[src/rtl/cachePkg.sv]
`default_nettype none

package cachePkg;

  // geometry
  localparam int AddrWidth = 32;
  localparam int WordWidth = 64;
  localparam int LineBytes = 32;
  localparam int NumSets = 64;
  localparam int TagWidth = 21;
  localparam int IndexWidth = 6;
  localparam int OffsetWidth = 5;
  localparam int MaskWidth = WordWidth / 8;

  // byte address split into tag, set index and line offset
  typedef struct packed {
    logic [TagWidth-1:0]    tag;
    logic [IndexWidth-1:0]  index;
    logic [OffsetWidth-1:0] offset;
  } addrFields_t;

  typedef logic [WordWidth-1:0] word_t;

  // one bit per byte of the aligned doubleword
  typedef logic [MaskWidth-1:0] byteMask_t;

  typedef enum logic {
    opLoad,
    opStore
  } cacheOp_e;

  typedef struct packed {
    cacheOp_e    op;
    addrFields_t addr;
    word_t       data;
    byteMask_t   mask;
  } cacheReq_t;

  typedef enum logic [2:0] {
    stIdle,
    stCompare,
    stWriteBack,
    stMiss,
    stGetData,
    stReplace
  } ctrlState_e;

endpackage

`default_nettype wire
[src/rtl/cacheCtrl.sv]
`timescale 1ns/1ps
`default_nettype none

module cacheCtrl (
  input  wire                      clk,
  input  wire                      rst_n,
  input  wire                      reqValid_i,
  input  wire cachePkg::cacheReq_t req_i,
  output logic                     reqReady_o,
  output logic                     respValid_o,
  output cachePkg::addrFields_t    reqAddr_o,
  output cachePkg::word_t          storeData_o,
  output cachePkg::byteMask_t      storeMask_o,
  input  wire                      hit_i,
  input  wire                      victimDirty_i,
  output logic                     storeWr_o,
  output logic                     lineFill_o,
  output logic                     tagUpdate_o,
  output logic                     startRead_o,
  output logic                     startWrBack_o,
  input  wire                      rdAccepted_i,
  input  wire                      wrAccepted_i,
  input  wire                      fillDone_i
);

  cachePkg::ctrlState_e state;
  cachePkg::ctrlState_e stateNext;
  cachePkg::cacheReq_t  reqQ;
  logic                 inCompare;
  logic                 missClean;
  logic                 missDirty;

  assign inCompare = (state == cachePkg::stCompare);
  assign missClean = inCompare && !hit_i && !victimDirty_i;
  assign missDirty = inCompare && !hit_i && victimDirty_i;

  // one request in flight, accepted only while idle
  always_ff @(posedge clk) begin
    if (reqValid_i && reqReady_o) begin
      reqQ <= req_i;
    end
  end

  always_ff @(posedge clk or negedge rst_n) begin
    if (!rst_n) begin
      state <= cachePkg::stIdle;
    end else begin
      state <= stateNext;
    end
  end

  always_comb begin
    stateNext = state;
    case (state)
      cachePkg::stIdle: begin
        if (reqValid_i) begin
          stateNext = cachePkg::stCompare;
        end
      end
      cachePkg::stCompare: begin
        if (hit_i) begin
          stateNext = cachePkg::stIdle;
        end else if (victimDirty_i) begin
          stateNext = cachePkg::stWriteBack;
        end else begin
          stateNext = cachePkg::stMiss;
        end
      end
      cachePkg::stWriteBack: begin
        if (wrAccepted_i) begin
          stateNext = cachePkg::stMiss;
        end
      end
      cachePkg::stMiss: begin
        if (rdAccepted_i) begin
          stateNext = cachePkg::stGetData;
        end
      end
      cachePkg::stGetData: begin
        if (fillDone_i) begin
          stateNext = cachePkg::stReplace;
        end
      end
      // line goes into the victim way, then the compare is re-run
      cachePkg::stReplace: begin
        stateNext = cachePkg::stCompare;
      end
      default: begin
        stateNext = cachePkg::stIdle;
      end
    endcase
  end

  assign reqReady_o = (state == cachePkg::stIdle);
  assign respValid_o = inCompare && hit_i;
  assign storeWr_o = respValid_o && (reqQ.op == cachePkg::opStore);

  // read starts straight from compare, or after the victim is accepted
  assign startWrBack_o = missDirty;
  assign startRead_o = missClean || ((state == cachePkg::stWriteBack) && wrAccepted_i);

  assign lineFill_o = (state == cachePkg::stReplace);
  assign tagUpdate_o = (state == cachePkg::stReplace);

  assign reqAddr_o = reqQ.addr;
  assign storeData_o = reqQ.data;
  assign storeMask_o = reqQ.mask;

endmodule

`default_nettype wire

[config.mk]
export PLATFORM = sky130hd
export DESIGN_NAME = cacheCtrl
export DESIGN_NICKNAME = d
export VERILOG_FILES = /design/src/rtl/cachePkg.sv /design/src/rtl/cacheCtrl.sv
export SDC_FILE = /design/constraint.sdc
export NUM_CORES = 1
export LEC_CHECK = 0
export ABC_CLOCK_PERIOD_IN_PS = 4650
export BUFFER_PORTS_ARGS = -buffer_cell sky130_fd_sc_hd__buf_2
export CAP_MARGIN = 20
export CORE_MARGIN = 10
export CORE_UTILIZATION = 43
export CTS_BUF_LIST = sky130_fd_sc_hd__clkbuf_8
export DETAILED_ROUTE_END_ITERATION = 8
export GPL_TIMING_DRIVEN = 0
export PLACE_DENSITY = 0.87
export REMOVE_ABC_BUFFERS = 1
export SLEW_MARGIN = 20
export SYNTH_ARGS = -nofsm -noshare
export SYNTH_HDL_FRONTEND = slang
export SYNTH_SLANG_ARGS = --single-unit
export TNS_END_PERCENT = 20
[constraint.sdc]
create_clock -name clk -period 4.65 [get_ports clk]
set_input_delay 0.93 -clock clk [delete_from_list [all_inputs] [get_ports clk]]
set_output_delay 0.93 -clock clk [all_outputs]
set_load 0.01 [all_outputs]
After elaboration in Yosys (flattened, before gate mapping)
Index checks and enable logic that the tools add are counted.
W data, S select, Z words.
- register bits after elaboration: 108
- bits in latches: 0
- memory bits (writable): 0
- bits in read-only memories: 0
- output and inout port bits: 111
- word-level logic and storage cells: 35
- memories kept: 0
- add/sub/neg operators: 0
- multiply operators: 0
- div/mod/pow operators: 0
- magnitude comparators: 0
- equal/unequal tests: 9
- shifts and indexed selects: 0
- muxes and demuxes: 7
- bitwise logic cells: 0
- reduce and logical (&&, ||, !) cells: 12
- operator list (cell ; number):
    $pmux W3 S6 ; 1
    $mux W3 ; 4
    $ne A2 B2 Y1 const B ; 4
    $logic_and A1 B1 Y1 ; 7
    $eq A3 B2 Y1 const B ; 2
    $eq A3 B3 Y1 const B ; 2
    $reduce_and A4 Y1 ; 1
    $eq A3 B1 Y1 const B ; 1
    $logic_not A3 Y1 ; 1
    $logic_not A1 Y1 ; 2
    $mux W2 ; 1
    $logic_or A1 B1 Y1 ; 1
    $mux W1 ; 1

Logic depth before layout (Yosys ltp)
Gate-level depths: netlist of run 1.
- depth in word-level cells: 4
- gate-level depth with buffers: 4

Worst setup path before layout of run 1
Ideal clock, no wire load.
- kind: register to register
- from: register state[0]
- to: register reqQ, in the netlist reqAddr_o[0], enable pin
- arrival: 3.366 ns
- data required time: 4.175 ns
- slack: 0.808 ns
- stages on the path, launching flop included: 4
- buffers on the path: 1
- period minus slack after synthesis: 3.842 ns
- cells stage by stage: dfrtp_1 -> buf_2 -> nor3_1 -> and2_1
- word-level cells in the longest chain between the ends: 2
- RTL lines (item ; RTL line ; text):
    from (decl) ; cacheCtrl.sv:26 ; cachePkg::ctrlState_e state;
    from (signal assigned) ; cacheCtrl.sv:46 ; state <= cachePkg::stIdle;
    from (signal assigned) ; cacheCtrl.sv:48 ; state <= stateNext;
    $logic_not A3 Y1 ; cacheCtrl.sv:94 ; assign reqReady_o = (state == cachePkg::stIdle);
    via reqReady_o ; cacheCtrl.sv:9 ; output logic reqReady_o,
    $logic_and A1 B1 Y1 ; cacheCtrl.sv:39 ; if (reqValid_i && reqReady_o) begin
    to (signal assigned) ; cacheCtrl.sv:40 ; reqQ <= req_i;
    to (decl) ; cacheCtrl.sv:28 ; cachePkg::cacheReq_t reqQ;
The timed path passes the listed nets, and every way through them passes these cells.
A chain may end at the register's enable or synchronous reset.

Final worst setup path of run 1
- from: input port victimDirty_i
- to: output port startRead_o
- word-level cells in the longest chain between the ends: 3
- RTL lines (item ; RTL line ; text):
    from (decl) ; cacheCtrl.sv:15 ; input wire victimDirty_i,
    $logic_not A1 Y1 ; cacheCtrl.sv:34 ; assign missClean = inCompare && !hit_i && !victimDirty_i;
    $logic_and A1 B1 Y1 ; cacheCtrl.sv:34 ;
    $logic_or A1 B1 Y1 ; cacheCtrl.sv:100 ; assign startRead_o = missClean || ((state == cachePkg::stWriteBack) && wrAccepted_i);
    to (decl) ; cacheCtrl.sv:19 ; output logic startRead_o,
Every way passes these cells.

==> results of run 1 <==
==> placed cells by master (no fill, tap or decap), types with 2 or more instances in the layout <==
cell / instances
inv_8: 2
nand2b_1: 2
edfxtp_1: 105
buf_2: 223
diode_2: 3
nor3_1: 2
inv_6: 2
dfrtp_1: 3
nand2_1: 2
clkbuf_8: 9
nor2_1: 3
==> cell type report <==
| cell class | count | area share |
|---|---|---|
| well taps | 129 | 0.0329 |
| flip-flops and latches | 108 | 0.657 |
| diodes | 3 | 0.00153 |
| clock inverters | 7 | 0.0168 |
| repair buffers | 224 | 0.233 |
| multi-input cells | 23 | 0.0326 |
| inverters | 1 | 0.000764 |
| clock buffers | 9 | 0.0252 |
==> final timing paths <==
path	end	cells past startpoint	from
min reg2reg	state[1]	1	state[2]
max reg2reg	storeData_o[2]	3	state[0]
min	state[1]	1	rst_n
min in group clk	state[1]	1	state[2]
max in group asynchronous	state[0]	1	rst_n
max	startRead_o	4	victimDirty_i
==> layer usage <==
| layer | track usage | up-vias | part of all wire |
|---|---|---|---|
| met3 | 0.0852 | 18 | 0.12 |
| met4 | 0.0504 | 2 | 0.022 |
| met5 | 0 | - | 0.0021 |
| li1 | - | 1005 | - |
| met2 | 0.229 | 149 | 0.52 |
| met1 | 0.123 | 1040 | 0.33 |
==> power by group through the flow <==
stage	Clock, mW	Combinational (mW)	Sequential [mW]
after floorplan	0	0.151	1.52
after global placement	0	0.517	1.43
after detailed placement	0	0.558	1.41
after CTS	0.604	0.558	1.39
after global routing	0.644	0.593	1.41
final	0.582	0.541	1.39
==> kinds of logic (layout without fill, tap and decap cells) <==
kind of cell | after synthesis | after routing | share of synthesized area
other cells | 0 | 3 | 0
simple gates | 17 | 17 | 0.0257
flops | 108 | 108 | 0.770
buf+inv | 108 | 241 | 0.193
compound gates | 6 | 6 | 0.0119
==> critical path: cells and delay by family <==
family,cells,cell delay (ps)
compound gates,1,340
simple gates,1,100
buf+inv,2,270
==> cells in the mapped netlist <==
| master | instances |
|---|---|
| nor3b_2 | 1 |
| or3_1 | 1 |
| nor2_1 | 3 |
| buf_4 | 105 |
| nand2b_4 | 1 |
| and2_1 | 2 |
| buf_6 | 1 |
| nor4_1 | 1 |
| a2bb2oi_1 | 1 |
| inv_2 | 1 |
| nor3_1 | 2 |
| dfrtp_1 | 3 |
| nand4_1 | 1 |
| nand2_1 | 2 |
| edfxtp_1 | 105 |
| nand2b_1 | 2 |
| o31ai_1 | 1 |
| o32a_1 | 1 |
| buf_2 | 1 |
| nor4b_1 | 1 |
| o2111a_1 | 1 |
| a21boi_0 | 1 |
| a21oi_1 | 1 |
==> metrics by stage <==
step / power (mW) / worst slack, ps / cells / area, um^2
after CTS: 2.55 / 2080 / 501 / 4900
after detailed placement: 1.97 / 2090 / 485 / 4700
after global placement: 1.95 / 33.5 / 484 / 4670
after floorplan: 1.67 / 824 / 132 / 3390
after global routing: 2.64 / 2040 / 503 / 4910
final: 2.51 / 2090 / 504 / 4910
==> registers in the layout (all words and copies together), names as in the netlist <==
register and cells:
reqQ 1, state 3, storeData_o 64, storeMask_o 8
reqAddr_o 32
==> results.sh, run 1 <==
export IMPL_status="finished clean"
export IMPL_root_buffer="clkbuf_8"
export IMPL_wl_per_cell_um=19.4
export IMPL_regArea_mm2=0.00323
export IMPL_numCtsBuffers=9
export IMPL_areaGrowthSynthToFinish_pct=17.1
export IMPL_ys_warnings_count=0
export IMPL_rows=35
export IMPL_gp_congestion=0.713
export IMPL_die_w_um=119
export IMPL_slowest_stage="o32a_1"
export IMPL_grt_pass1_vias=2532
export IMPL_switchingPower_mw=0.730
export IMPL_drive_gt1_frac=0.653
export IMPL_synth_area_mm2=0.00419
export IMPL_period_share=0.552
export IMPL_die_y_um=119
export IMPL_coreArea_mm2=0.00937
export IMPL_yosysTopAreaCell="edfxtp_1"
export IMPL_post_cts_resized=0
export IMPL_cts_reportedPaths_clkPinSlew_ps=100
export IMPL_critPathLaunchType="input pin"
export IMPL_worstPathArrival_ps=1630
export IMPL_crit_type="input pin to output pin"
export IMPL_nets=480
export IMPL_portBuffers=223
export IMPL_end_kind="output pin"
export IMPL_hold_path_class="input pin to async pin"
export IMPL_setup_viol=0
export IMPL_drt_initial_drc_count=95
export IMPL_cpMostUsedCell="buf_2"
export IMPL_power_density_mw_per_mm2=511
export IMPL_cts_tree="yes"
export IMPL_grt_max_degree=62
export IMPL_clk_latency_ps=360
export IMPL_dieArea_mm2=0.0141
export IMPL_grtUsageTotal=0.133
export IMPL_utilization=0.524
export IMPL_fin_crit_ps=2560
export IMPL_drtAntennaViolNets=0
export IMPL_vdd_ir_drop_max_mv=0.260
export IMPL_fmax_mhz=390
export IMPL_p_leak_nw=2.07
export IMPL_p_int_mw=1.78
export IMPL_whs_ps=354
export IMPL_grt_pass1_wl_um=14400
export IMPL_syn_avg_cell_area_um2=17.5
export IMPL_finalClockSkew_ps=17.2
export IMPL_p_clk_frac=0.232
export IMPL_netlist_top_cells_area="edfxtp_1 75%, buf_4 19%, dfrtp_1 1.8%, nand2b_4 0.33%, and2_1 0.30%"
export IMPL_synth_top_cell_area_share=0.752
export IMPL_routed_via_density=4.39
export IMPL_p_sw_frac=0.291
export IMPL_hold_violations=0
export IMPL_max_clock_path_buffers=2
export IMPL_crit_fanout=3
export IMPL_worst_pin_slew_ps=606
export IMPL_slew_viol_final=0
export IMPL_clkSinkCount=108
export IMPL_slew_limit_headroom=0.596
export IMPL_multiInputGateArea_um2=160
export IMPL_synth_seq_cells=108
export IMPL_fillers=814
export IMPL_htreeDepth=3
export IMPL_overflow=0
export IMPL_drc=0
export IMPL_dr_total_vias=2214
export IMPL_power_frac_seq=0.552
export IMPL_fin_tns_setup_ps=0
export IMPL_ys_seq_area_frac=0.770
export IMPL_start_util=0.448
export IMPL_antenna_found_initial=4
export IMPL_synthCells=239
export IMPL_synth_cell_types=23
export IMPL_num_io_pins=224
export IMPL_max_stage_delay_ps=340
export IMPL_totalWireLength_um=9750
export IMPL_dr_pass1_iters=4
export IMPL_post_cts_setup_buffers=0
export IMPL_postCtsHoldBufs=0
export IMPL_r2r_slack_ps=2600
export IMPL_rsz0062_at_grt="false"
export IMPL_path_cells="buf_2, o32a_1, nor2_1, buf_2"
export IMPL_crit_required_ps=3720
export IMPL_pwr_share_comb=0.216
export IMPL_maxCapViolCount=0
Power figures use the tool's default switching activity.
==> run 2: changes to the inputs <==
--- a/config.mk
+++ b/config.mk
@@ -5,7 +5,7 @@
 export SDC_FILE = /design/constraint.sdc
 export NUM_CORES = 1
 export LEC_CHECK = 0
-export ABC_CLOCK_PERIOD_IN_PS = 4650
+export ABC_CLOCK_PERIOD_IN_PS = 2500
 export BUFFER_PORTS_ARGS = -buffer_cell sky130_fd_sc_hd__buf_2
 export CAP_MARGIN = 20
 export CORE_MARGIN = 10
==> constraint.sdc (replaced) <==
create_clock -name clk -period 2.5 [get_ports clk]
set_input_delay 0.5 -clock clk [delete_from_list [all_inputs] [get_ports clk]]
set_output_delay 0.5 -clock clk [all_outputs]
set_load 0.01 [all_outputs]
==> results.sh, run 2 (synthesized netlist as in run 1, its figures left out) <==
export IMPL_status="finished clean"
export IMPL_post_cts_resized=0
export IMPL_gp_congestion=0.713
export IMPL_num_io_pins=224
export IMPL_coreArea_mm2=0.00937
export IMPL_layout_common_cells="223 x buf_2, 105 x edfxtp_1, 9 x clkbuf_8"
export IMPL_setup_ws_ps=414
export IMPL_fmax_mhz=479
export IMPL_whs_ps=303
export IMPL_grtUsageTotal=0.133
export IMPL_critPathLaunchType="register"
export IMPL_hold_path_class="input pin to register"
export IMPL_drive_gt1_frac=0.651
export IMPL_crit_type="register to output pin"
export IMPL_cts_reportedPaths_clkPinSlew_ps=110
export IMPL_overflow=0
export IMPL_finalClockSkew_ps=17.2
export IMPL_period_share=0.835
export IMPL_place_ws_ps=431
export IMPL_cp_num_buf_inv=1
export IMPL_p_leak_nw=2.07
export IMPL_areaGrowthSynthToFinish_pct=17.3
export IMPL_portBuffers=223
export IMPL_maxCapViolCount=0
export IMPL_end_kind="output pin"
export IMPL_crit_fanout=10
export IMPL_drt_initial_drc_count=99
export IMPL_numCtsBuffers=9
export IMPL_drc=0
export IMPL_setup_viol=0
export IMPL_post_cts_setup_buffers=0
export IMPL_dr_pass1_iters=4
export IMPL_power_density_mw_per_mm2=949
export IMPL_max_clock_path_buffers=2
export IMPL_slew_limit_headroom=0.596
export IMPL_wl_per_cell_um=19.3
export IMPL_htreeDepth=3
export IMPL_max_stage_delay_ps=490
export IMPL_rows=35
export IMPL_grt_max_degree=62
export IMPL_nets=481
export IMPL_path_cells="nand2b_4, o32a_1, nor2_1, buf_2"
export IMPL_clk_latency_ps=360
export IMPL_slowest_stage="dfrtp_1"
export IMPL_cts_tree="yes"
export IMPL_drtAntennaViolNets=0
export IMPL_crit_required_ps=2000
export IMPL_hold_violations=0
export IMPL_total_power_mw=4.67
export IMPL_vdd_ir_drop_max_mv=0.484
export IMPL_fillers=813
export IMPL_grt_pass1_vias=2539
export IMPL_antenna_found_initial=4
export IMPL_worst_pin_slew_ps=606
export IMPL_fin_tns_setup_ps=0
export IMPL_fin_crit_ps=2090
export IMPL_totalWireLength_um=9760
export IMPL_start_util=0.448
export IMPL_slew_viol_final=0
export IMPL_final_common_cell="buf_2"
export IMPL_root_buffer="clkbuf_8"
export IMPL_grt_pass1_wl_um=14400
export IMPL_utilization=0.525
export IMPL_dr_total_vias=2216
export IMPL_routed_via_density=4.39
export IMPL_clkSinkCount=108
export IMPL_dieArea_mm2=0.0141
export IMPL_worstPathArrival_ps=1590
export IMPL_largest_reg_flops=64
export IMPL_postCtsHoldBufs=1
export IMPL_die_y_um=119
export IMPL_rsz0062_at_grt="false"
export IMPL_die_w_um=119
export IMPL_critical_path_top_delay_family="flip-flops"
## run 2: cell types whose count changed in the layout (fill, tap and decap cells not counted)
cell           before  now
dlygate4sd3_1       0    1
## run 2: where the power goes
group | switching [mW] | internal (mW)
registers | 0.129 | 2.45
logic | 0.629 | 0.379
clock network | 0.600 | 0.483
total | 1.36 | 3.31
## run 2: worst paths after layout
kind | start | end | slack [ps] | cells after the start
worst max-delay path | state[1] | startRead_o | 410 | 4
worst min-delay path | req_i[25] | storeData_o[17] | 300 | 1
max in group asynchronous | rst_n | state[0] | 1930 | 2
min in group asynchronous | rst_n | state[1] | 450 | 2
worst min register to register | state[2] | state[1] | 620 | 1
worst max register to register | state[0] | storeData_o[2] | 450 | 3
## run 2: metal layers
metal / vias up / share of wire / GRT usage
met5: - / 0.0020 / 0
met3: 18 / 0.13 / 0.0852
met1: 1042 / 0.33 / 0.122
li1: 1007 / - / -
met4: 2 / 0.022 / 0.0504
met2: 147 / 0.52 / 0.230
## run 2: final cells by class
type	instances	area, um^2	share of cell area
sequential	108	3230	0.656
timing repair buffer	225	1150	0.234
tap	129	161	0.0328
multi-input combinational	23	160	0.0325
clock buffer	9	124	0.0252
clock inverter	7	82.6	0.0168
antenna	3	7.51	0.00153
inverter	1	3.75	0.000763
## run 2: per-stage QoR
stage	area (um^2)	cells
after global routing	4920	504
after floorplan	3390	132
after CTS	4910	502
after detailed placement	4700	485
after global placement	4670	484
final	4920	505
## run 2: worst reg2reg max path: stages (launching register included)
cell,delay (ps)
dfrtp_1,500
nor3_1,270
and2_4,570
buf_16,340
