### src/rtl/cachePkg.sv
`default_nettype none

package cachePkg;

  // geometry
  localparam int AddrWidth = 32;
  localparam int WordWidth = 64;
  localparam int LineBytes = 32;
  localparam int NumSets = 64;
  localparam int TagWidth = 21;
  localparam int IndexWidth = 6;
  localparam int OffsetWidth = 5;
  localparam int MaskWidth = WordWidth / 8;

  // byte address split into tag, set index and line offset
  typedef struct packed {
    logic [TagWidth-1:0]    tag;
    logic [IndexWidth-1:0]  index;
    logic [OffsetWidth-1:0] offset;
  } addrFields_t;

  typedef logic [WordWidth-1:0] word_t;

  // one bit per byte of the aligned doubleword
  typedef logic [MaskWidth-1:0] byteMask_t;

  typedef enum logic {
    opLoad,
    opStore
  } cacheOp_e;

  typedef struct packed {
    cacheOp_e    op;
    addrFields_t addr;
    word_t       data;
    byteMask_t   mask;
  } cacheReq_t;

  typedef enum logic [2:0] {
    stIdle,
    stCompare,
    stWriteBack,
    stMiss,
    stGetData,
    stReplace
  } ctrlState_e;

endpackage

`default_nettype wire
### src/rtl/memBusPkg.sv
`default_nettype none

package memBusPkg;

  // refill beats per line and beat counter width
  localparam int BeatsPerLine = 4;
  localparam int BeatCntWidth = $clog2(BeatsPerLine);
  localparam int BeatWidth = cachePkg::WordWidth;
  localparam int LineWidth = cachePkg::LineBytes * 8;

  typedef logic [LineWidth-1:0] line_t;

  // line-aligned read request
  typedef struct packed {
    logic [cachePkg::AddrWidth-1:0] lineAddr;
  } rdReq_t;

  typedef struct packed {
    logic [BeatWidth-1:0] data;
    logic                 last;
  } rdBeat_t;

  // whole-line write-back
  typedef struct packed {
    logic [cachePkg::AddrWidth-1:0] lineAddr;
    line_t                          data;
  } wrReq_t;

endpackage

`default_nettype wire

### src/rtl/refillUnit.sv
`timescale 1ns/1ps
`default_nettype none

module refillUnit (
  input  wire                           clk,
  input  wire                           rst_n,
  input  wire                           startRead_i,
  input  wire                           startWrBack_i,
  input  wire cachePkg::addrFields_t    lineAddr_i,
  input  wire [cachePkg::TagWidth-1:0]  victimTag_i,
  input  wire memBusPkg::line_t         victimLine_i,
  output logic                          rdValid_o,
  output memBusPkg::rdReq_t             rdReq_o,
  input  wire                           rdReady_i,
  input  wire                           beatValid_i,
  input  wire memBusPkg::rdBeat_t       beat_i,
  output logic                          wrValid_o,
  output memBusPkg::wrReq_t             wrReq_o,
  input  wire                           wrReady_i,
  output logic                          rdAccepted_o,
  output logic                          wrAccepted_o,
  output logic                          fillDone_o,
  output memBusPkg::line_t              lineBuffer_o
);

  logic [memBusPkg::BeatCntWidth-1:0] beatCnt;
  logic                               filling;
  logic                               beatTake;

  assign rdAccepted_o = rdValid_o && rdReady_i;
  assign wrAccepted_o = wrValid_o && wrReady_i;
  assign beatTake = filling && beatValid_i;
  assign fillDone_o = beatTake && beat_i.last;

  // valids hold until the memory takes the request
  always_ff @(posedge clk or negedge rst_n) begin
    if (!rst_n) begin
      rdValid_o <= 1'b0;
      wrValid_o <= 1'b0;
      filling <= 1'b0;
      beatCnt <= '0;
    end else begin
      if (startRead_i) begin
        rdValid_o <= 1'b1;
      end else if (rdAccepted_o) begin
        rdValid_o <= 1'b0;
      end
      if (startWrBack_i) begin
        wrValid_o <= 1'b1;
      end else if (wrAccepted_o) begin
        wrValid_o <= 1'b0;
      end
      if (rdAccepted_o) begin
        filling <= 1'b1;
      end else if (fillDone_o) begin
        filling <= 1'b0;
      end
      if (startRead_i) begin
        beatCnt <= '0;
      end else if (beatTake) begin
        beatCnt <= beatCnt + 1'b1;
      end
    end
  end

  // beats land in address order
  always_ff @(posedge clk) begin
    if (startRead_i) begin
      rdReq_o.lineAddr <= {lineAddr_i.tag, lineAddr_i.index, {cachePkg::OffsetWidth{1'b0}}};
    end
    if (startWrBack_i) begin
      wrReq_o.lineAddr <= {victimTag_i, lineAddr_i.index, {cachePkg::OffsetWidth{1'b0}}};
      wrReq_o.data <= victimLine_i;
    end
    if (beatTake) begin
      lineBuffer_o[beatCnt*memBusPkg::BeatWidth +: memBusPkg::BeatWidth] <= beat_i.data;
    end
  end

endmodule

`default_nettype wire

### config.mk
export PLATFORM = sky130hd
export DESIGN_NAME = refillUnit
export DESIGN_NICKNAME = d
export VERILOG_FILES = /design/src/rtl/cachePkg.sv /design/src/rtl/memBusPkg.sv /design/src/rtl/refillUnit.sv
export SDC_FILE = /design/constraint.sdc
export NUM_CORES = 1
export LEC_CHECK = 0
export ABC_CLOCK_PERIOD_IN_PS = 6150
export BUFFER_PORTS_ARGS = -buffer_cell sky130_fd_sc_hd__buf_2
export CORE_AREA = 5 5 369 371
export CTS_BUF_LIST = sky130_fd_sc_hd__clkbuf_8
export DETAILED_ROUTE_END_ITERATION = 16
export DIE_AREA = 0 0 374 376
export SETUP_SLACK_MARGIN = 0.4
export SYNTH_ARGS = -nofsm -noshare
export SYNTH_HDL_FRONTEND = slang
export SYNTH_SLANG_ARGS = --single-unit
### constraint.sdc
create_clock -name clk -period 6.15 [get_ports clk]
set_input_delay 0.3075 -clock clk [delete_from_list [all_inputs] [get_ports clk]]
set_output_delay 0.3075 -clock clk [all_outputs]
set_load 0.01 [all_outputs]
# Word-level counts from Yosys, hierarchy flattened
# Index checks and enable logic that the tools add are counted.
# op_classes
n_reduce_logical	8
shift	2
order_cmp	0
div	0
multipliers	0
n_bitwise	0
n_eq_ne	0
n_addsub	2
n_mux	9
# op_table
operator	count
bitwise mux 256 bit	1
variable shift 64 x 34 -> 256 bit (first input constant)	1
variable part select 64 x 34 -> 256 bit	1
negator 8 -> 34 bit	1
nonzero test 2 bit	4
two-way mux 1 bit	6
logical AND 1 bit	4
two-way mux 2 bit	2
adder 2 x 1 -> 2 bit (second input constant)	1
# word_totals
latch_bits	0
word_cells	29
output_inout_bits	581
romBits	0
mem_bits_rw	0
mem_count	0
regBits	571

# Logic depth before layout (Yosys ltp)
# Gate-level depths: netlist of the first run.
# depth
word_depth	4
mapped_depth	6

# Least setup slack after synthesis of the first run
# OpenSTA, ideal clock, no wires.
# synth_path
path_type	register to register
startpoint	register, netlist name beatCnt[0]
endpoint	register lineBuffer_o[0] (enable)
path_slack_ps	3306
arrival_time_ps	2415
synth_period_minus_slack_ps	2844
path_stages_with_launch	4
n_path_buf	0
required_ps	5721
path_cell_list	dfrtp_1 inv_1 ha_1 and3_1
# synth_lines
item	line_no	text
end signal: indexed assignment	refillUnit.sv:76	lineBuffer_o[beatCnt*memBusPkg::BeatWidth +: memBusPkg::BeatWidth] <= beat_i.data;
end: declaration	refillUnit.sv:23	output memBusPkg::line_t lineBuffer_o

# Worst setup path after layout of the first run
# layout_path
startpoint	register beatCnt[0] (netlist name)
endpoint	register lineBuffer_o[187] (data pin)
# layout_via
elab_chain_len	3
# layout_lines
item	line_no	text
start: declaration	refillUnit.sv:26	logic [memBusPkg::BeatCntWidth-1:0] beatCnt;
start signal: assignment	refillUnit.sv:61	beatCnt <= beatCnt + 1'b1;
negator 8 -> 34 bit (*)	refillUnit.sv:76	
variable part select 64 x 34 -> 256 bit / variable shift 64 x 34 -> 256 bit (equally long branches)	refillUnit.sv:76	
bitwise mux 256 bit (*)	refillUnit.sv:76	
# Every way passes the cells marked *; elsewhere a longest branch is shown, timed or not.
# A chain may end at the register's enable or synchronous reset.

==> flow_summary.toml, run 1 <==
[setup_path]
end_kind = "register"
start_kind = "register"
critical_path_arrival_ns = 3.72
cp_max_fo = 52
crit_type = "register to register"
required_ns = 6.75

[power_and_ir_drop]
leakage_nw = 13.6
p_total_mw = 9.49
powerDensity_nw_per_um2 = 296
ir_drop_mv = 0.174

[clock_network]
path_clk_slew_ns = 0.06
tritoncts = "done"
numCtsBuffers = 104
cts-root-buf = "clkbuf_8"
clkLatencyLatePin_ns = 0.76
h-tree-depth = 3
clockBufferDepth = 3
ctsResizeCount = 0
post_cts_buffers = 0
numClockSinks = 571

[timing]
fin_crit_sh = 0.507
setup_viol = 0
fin_setup_tns_ns = 0
max_freq_ghz = 0.321
finalHoldViolCount = 0
fin_skew_ns = 0.0488
maxSlewViolCount = 0
max_slew_margin = 0.337
layout_min_cycle_time_ns = 3.12
rsz0062_at_grt = "no"
worst_pin_slew_ns = 0.995

[run]
max-cap-violations = 0

[place]
io_buffers = 946
place.gp.congestion = 0.850
dp_hpwl_um = 81200

[routing]
drtIter0Drc = 702
dr_total_vias = 14600
via_per_inst = 3.47
wl_um = 104000
dr.pass1.iters = 5
antenna_left = 0
post_drt_wl_per_cell_um = 24.8
drc = 0

[floorplan]
rows = 134
die-height_um = 376
initial_utilization = 0.145
die_area_um2 = 141000
core_um2 = 133000
io_pins = 962
die_w_um = 374

[synth]
synth_seq_cells = 571
syn_area_per_cell_um2 = 21.2
synth_cells = 911
yosysWarnings = 0
synth_seq_area_share = 0.887
synthesis.area_um2 = 19300
synth.area.top_cells = "edfxtp_1 88%, and2_1 4.2%, and3_1 4.2%"
post_synth_num_cell_types = 22
yosys.area.top_type_share = 0.881
yosys.area.top_type = "edfxtp_1"

[grt]
grt_pass1_vias = 15200
grt_pass1_wl_um = 135000
antenna_found_initial = 63
grt_usage = 0.141
grt_max_degree = 111
overflow = 0

[min_path]
hp-class = "primary input to register"

[outcome]
status = "finished, final reports clean"

[layout]
syn_to_final_growth_pct = 66.0
final_nets = 2697
drive_gt1_frac = 0.461
final_core_util = 0.241
==> cells in the final DEF (no fill, tap or decap) <==
cell	n
and3b_1	4
and2_1	130
nor2b_1	2
dlygate4sd3_1	376
inv_16	1
clkbuf_8	105
nor2b_4	2
buf_2	945
dfrtp_1	5
a21o_1	3
nor2_1	2
nor2_4	1
clkinv_4	1
mux2_2	1
diode_2	20
nand2_1	1
and3_4	4
inv_1	38
and4bb_4	1
bufinv_16	7
conb_1	10
clkinvlp_4	3
clkinv_1	24
inv_12	2
buf_12	1
and3_1	126
clkinv_2	16
nand4b_1	1
o31ai_1	1
inv_8	3
ha_1	5
nor4b_4	1
buf_4	12
edfxtp_1	566
buf_8	1
==> metrics by stage <==
| step | instances | instance area, µm² | setup WS (ns) | hold slack, ns |
|---|---|---|---|---|
| final | 4189 | 32000 | 3.03 | 0.216 |
| after global placement | 3597 | 26100 | 3.15 | 0.141 |
| after floorplan | 920 | 19300 | 3.31 | 0.0119 |
| after detailed placement | 3597 | 26100 | 3.10 | 0.143 |
| after global routing | 4182 | 32000 | 2.87 | 0.142 |
| after CTS | 4169 | 32000 | 3.04 | 0.0749 |
==> worst max-delay path: stages, from the launching register on <==
cell,delay [ns]
dfrtp_1,0.54
inv_1,0.14
ha_1,0.59
nor4b_4,0.70
buf_4,0.63
and2_1,0.23
==> layout make-up <==
type	count	area, µm²
flip-flops and latches	571	17100
clock inverters	91	626
well taps	1768	2210
diodes	20	50.0
clock buffers	105	1450
multi-input cells	295	1930
inverters	4	15.0
repair buffers	1335	8620
fillers	13900	101000
==> power by group <==
part	internal, mW	total (mW)	switching (mW)
clock network	1.92	3.67	1.75
registers	4.56	4.64	0.0818
logic	0.460	1.17	0.715
total	6.94	9.49	2.55
==> path summary, 6_finish.rpt <==
kind / slack, ns / cells after the start / to / start
hold reg to reg: 0.52 / 1 / rdValid_o / rdValid_o
min in group asynchronous: 0.50 / 3 / filling / rst_n
setup / recovery: 3.03 / 5 / lineBuffer_o[187] / beatCnt[0]
setup reg to reg: 3.03 / 5 / lineBuffer_o[187] / beatCnt[0]
max in group asynchronous: 5.43 / 3 / wrValid_o / rst_n
hold / removal: 0.22 / 1 / rdReq_o[26] / startRead_i
==> synth_stat cells (all sizes together) <==
master  count
conb        1
clkbuf     24
a21o        3
nor4b       1
nand2       1
nand4b      1
and3b       4
and3      130
ha          5
dfrtp       5
and2      130
nor2        3
inv         4
nor2b       4
and4bb      1
edfxtp    566
buf        26
o31ai       1
mux2        1
==> layer usage <==
layer | vias to the layer above | track usage | wire length [µm]
li1 | 6312 | - | -
met1 | 7168 | 0.160 | 39000
met2 | 879 | 0.243 | 51100
met3 | 177 | 0.0525 | 9860
met4 | 18 | 0.0514 | 3790
met5 | - | 0 | 120
==> kinds of logic (layout without fill, tap and decap cells) <==
kind of cell / count (synthesis) / after routing / synth area share
AOI/OAI and AO/OA: 4 / 4 / 0.00156
adders and majority gates: 5 / 5 / 0.00324
buffers and inverters: 54 / 1535 / 0.0165
DFF: 571 / 571 / 0.887
muxes: 1 / 1 / 0.000584
other: 1 / 30 / 0.000194
and+or+nand+nor: 275 / 275 / 0.0905
==> registers in the layout (all words and copies together) (netlist names) <==
register / cells
wrReq_o: 283
filling: 1
wrValid_o: 1
lineBuffer_o: 256
rdValid_o: 1
beatCnt: 2
rdReq_o: 27
==> repair_timing <==
| item | in CTS | in global routing |
|---|---|---|
| endpoints found under the hold margin | 630 | 0 |
| hold buffers | 376 | 0 |
| endpoints found under the setup margin | 0 | 0 |
No activity file was read; power rests on OpenSTA's default activity.
==> inputs of run 2 (changes only) <==
- ABC_CLOCK_PERIOD_IN_PS: 6150 -> 3150
- clock period: 6.15 -> 3.15 ns (I/O delays scaled with it)
==> flow_summary.toml, run 2 (same netlist as run 1, synthesis figures left out) <==
[setup_path]
path_cells = "inv_1 > ha_1 > and4bb_4 > buf_4 > and2_1"
required_ns = 3.75
critPathLaunch = "beatCnt[0]"
r2r_setup_slack_ns = 0.59
r2r_end = "lineBuffer_o[22]"
ff2ff_path_depth = 5
start_kind = "register"
critical_path_arrival_ns = 3.16
crit_path_max_incr_delay_ns = 0.74
cp_slowest_cell = "and4bb_4"
reg2reg_from = "beatCnt[0]"
crit_type = "register to register"
end_kind = "register"
cp_max_fo = 23
cp-endpoint = "lineBuffer_o[22]"

[routing]
antenna_left = 0
dr_total_vias = 15600
drtIter0Drc = 883
dr.pass1.iters = 5
via_per_inst = 3.54
wl_um = 107000
post_drt_wl_per_cell_um = 24.3
drc = 0

[clock_network]
clkLatencyLatePin_ns = 0.80
tritoncts = "done"
h-tree-depth = 3
path_clk_slew_ns = 0.07
numCtsBuffers = 103
numClockSinks = 571
cts-root-buf = "clkbuf_8"
clockBufferDepth = 3
ctsResizeCount = 0

[grt]
grt_usage = 0.145
antenna_found_initial = 50
grt_pass1_wl_um = 140000
grt_max_degree = 75
grt_pass1_vias = 16400
overflow = 0

[power_and_ir_drop]
ir_drop_mv = 0.353
leakage_nw = 14.6
powerDensity_nw_per_um2 = 553
p_total_mw = 19.1

[layout]
final_core_util = 0.260
final_nets = 2935
layout_common_cells = "945 x buf_2, 592 x dlygate4sd3_1, 566 x edfxtp_1, 130 x and2_1, 126 x and3_1"
top_regs = "wrReq_o x283, lineBuffer_o x256, rdReq_o x27"
largest-register = "wrReq_o"
fin_cells = 4414
final_common_cell = "buf_2"
largest_register_ffs = 283
syn_to_final_growth_pct = 78.8
drive_gt1_frac = 0.431

[timing]
rsz0062_at_grt = "no"
maxSlewViolCount = 0
fin_skew_ns = 0.0684
setup_viol = 0
final.setup.worst_slack_ns = 0.588
max_freq_ghz = 0.390
finalHoldViolCount = 0
fin_crit_sh = 0.813
worst_pin_slew_ns = 0.858
layout_min_cycle_time_ns = 2.56
fin_setup_tns_ns = 0
max_slew_margin = 0.428

[place]
dp_cells = 3620
io_buffers = 946
pre_cts_ws_ns = 0.610
place.gp.congestion = 0.839
dp_hpwl_um = 81700

[floorplan]
die_w_um = 374
rows = 134
die_area_um2 = 141000
initial_utilization = 0.145
io_pins = 962
die-height_um = 376
core_um2 = 133000

[min_path]
min-delay-start = "victimTag_i[19]"
hp-class = "primary input to register"

[outcome]
status = "finished, final reports clean"

[run]
max-cap-violations = 0
==> run 2: power breakdown <==
part	switching, mW	total (mW)	internal, mW
Combinational	1.44	2.58	1.13
Clock	3.56	7.44	3.87
Sequential	0.170	9.08	8.90
==> run 2: per-layer routing <==
metal,share of wire,global-route usage,wire length [µm]
met1,0.37,0.166,39800
met2,0.50,0.251,53000
met3,0.098,0.0531,10500
met4,0.034,0.0496,3640
met5,0.0013,0,136
==> run 2: stage by stage <==
stage | cell area [µm²] | hold WS, ns
2_1_floorplan | 19300 | -0.138
3_3_place_gp | 26400 | -0.00930
3_5_place_dp | 26400 | -0.00656
4_1_cts | 34500 | 0.000649
5_1_grt | 34500 | 0.0307
6_report | 34500 | 0.122
==> run 2: area by class of cell <==
| cell class | count | area (µm²) |
|---|---|---|
| fill | 13700 | 98100 |
| sequential | 571 | 17100 |
| timing repair buffer | 1574 | 11100 |
| tap | 1768 | 2210 |
| multi-input combinational | 295 | 1930 |
| clock buffer | 103 | 1420 |
| clock inverter | 83 | 697 |
| antenna | 16 | 40.0 |
| inverter | 4 | 15.0 |
==> run 2: how the worst min path moves through the flow <==
stage	endpoint	slack, ns	cells past startpoint
after floorplan	beatCnt[0]	-0.14	0
after global placement	filling	-0.009	1
after detailed placement	filling	-0.007	1
after CTS	wrReq_o[140]	0.0006	2
after global routing	wrReq_o[286]	0.03	2
final	wrReq_o[286]	0.12	2
==> run 2: worst max-delay path: cells and delay by family, from the launching register on <==
kind                     cells  cell delay [ns]
adder cells (fa/ha/maj)      1             0.50
buffers and inverters        2             0.41
flip-flops                   1             0.55
AND/OR/NAND/NOR              2             0.88
==> run 2: timing repair <==
action | 4_1_cts | 5_1_grt
hold buffers | 592 | 0
hold endpoints to repair | 723 | 0
setup buffers | 0 | 0
==> inputs of run 3 (changes only) <==
- ABC_CLOCK_PERIOD_IN_PS: 3150 -> 2200
- clock period: 3.15 -> 2.2 ns (I/O delays scaled with it)
==> flow_summary.toml, run 3 (same netlist as run 1, synthesis figures left out) <==
[timing]
worst_pin_slew_ns = 0.842
max_freq_ghz = 0.552
fin_setup_tns_ns = 0
layout_min_cycle_time_ns = 1.81
fin_crit_sh = 0.823
maxSlewViolCount = 0
rsz0062_at_grt = "yes"
setup_viol = 0
final.setup.worst_slack_ns = 0.389
fin_skew_ns = 0.0445
finalHoldViolCount = 0
max_slew_margin = 0.439

[floorplan]
die_area_um2 = 141000
initial_utilization = 0.145
core_um2 = 133000
die-height_um = 376
die_w_um = 374
rows = 134
io_pins = 962

[routing]
antenna_left = 0
dr.pass1.iters = 4
drc = 0
post_drt_wl_per_cell_um = 24.0
dr_total_vias = 15800
wl_um = 107000
via_per_inst = 3.55
drtIter0Drc = 1026

[power_and_ir_drop]
ir_drop_mv = 0.468
powerDensity_nw_per_um2 = 764
p_total_mw = 26.6
leakage_nw = 14.8

[clock_network]
numCtsBuffers = 99
path_clk_slew_ns = 0.06
numClockSinks = 571
clockBufferDepth = 3
tritoncts = "done"
clkLatencyLatePin_ns = 0.78
h-tree-depth = 3
cts-root-buf = "clkbuf_8"

[run]
max-cap-violations = 0

[layout]
syn_to_final_growth_pct = 80.5
top_regs = "wrReq_o x283, lineBuffer_o x256, rdReq_o x27"
layout_common_cells = "945 x buf_2, 596 x dlygate4sd3_1, 566 x edfxtp_1, 126 x and3_1, 124 x and2_1"
largest_register_ffs = 283
drive_gt1_frac = 0.441
final_nets = 2969
final_core_util = 0.263
final_common_cell = "buf_2"
largest-register = "wrReq_o"

[grt]
antenna_found_initial = 56
grt_pass1_vias = 16600
overflow = 0
grt_usage = 0.143
grt_max_degree = 65
grt_pass1_wl_um = 139000

[setup_path]
start_kind = "register"
crit_path_max_incr_delay_ns = 0.39
required_ns = 2.72
critical_path_buf_inv_count = 3
end_kind = "register"
cp_slowest_cell = "dfrtp_1"
crit_type = "register to register"
path_cells = "inv_2 > ha_4 > buf_4 > nor2b_4 > buf_12 > and3_1"
critical_path_arrival_ns = 2.33
cp_top_family = "buffers and inverters"
cp_max_fo = 60

[place]
pre_cts_ws_ns = 0.213
dp_hpwl_um = 79400
io_buffers = 946
place.gp.congestion = 0.820

[min_path]
hp-class = "primary input to register"

[outcome]
status = "finished, final reports clean"
-- run 3: changes by cell type in the layout (fill, tap and decap cells not counted), sizes merged --
cell and delta:
bufinv -3, inv -4, clkbuf -2, clkinv +5, dlygate4sd3 +4, clkinvlp +1
buf +32, diode +8
-- run 3: final cells by class --
type                    count  area (µm²)
clock buffers              99        1360
inverters                   4        15.0
well taps                1768        2210
clock inverters            82         583
multi-input cells         295        1970
diodes                     24        60.1
fillers                 13600       97800
repair buffers           1612       11500
flip-flops and latches    571       17100
-- run 3: metrics by stage --
| step | cells | hold WS, ns | cell area (µm²) |
|---|---|---|---|
| final | 4455 | 0.109 | 34800 |
| after global routing | 4438 | 0.0517 | 34800 |
| after CTS | 4422 | 0.00182 | 34600 |
| after detailed placement | 3638 | 0.0202 | 26600 |
| after global placement | 3638 | 0.0193 | 26600 |
| after floorplan | 920 | -0.186 | 19300 |
-- run 3: worst paths after layout --
| kind | start | to | slack (ns) | cells after the start |
|---|---|---|---|---|
| max | beatCnt[0] | lineBuffer_o[72] | 0.39 | 6 |
| min | victimLine_i[26] | wrReq_o[26] | 0.11 | 2 |
| max reg2reg | beatCnt[0] | lineBuffer_o[72] | 0.39 | 6 |
| min reg2reg | filling | filling | 0.64 | 1 |
| max in group asynchronous | rst_n | filling | 1.23 | 3 |
| min in group asynchronous | rst_n | rdValid_o | 0.50 | 3 |
-- run 3: repair_timing --
action / 4_1_cts / 5_1_grt
cloned: 1 / 3
hold buffers: 596 / 0
resized for setup: 7 / 11
endpoints found under the hold margin: 912 / 0
pin swaps: 1 / 4
setup buffers: 6 / 6
endpoints found under the setup margin: 223 / 44
-- run 3: layer usage --
| metal | GRT usage | wire (µm) | up-vias |
|---|---|---|---|
| met1 | 0.158 | 38400 | 7726 |
| li1 | - | - | 6858 |
| met4 | 0.0736 | 5630 | 18 |
| met2 | 0.244 | 51800 | 1011 |
| met5 | 0 | 106 | - |
| met3 | 0.0518 | 10800 | 202 |
-- run 3: report_power, final --
| part | switching [mW] | internal [mW] | total (mW) |
|---|---|---|---|
| Combinational | 2.08 | 1.68 | 3.77 |
| Clock | 4.87 | 5.00 | 9.87 |
| Sequential | 0.213 | 12.7 | 13.0 |
| Total | 7.17 | 19.4 | 26.6 |
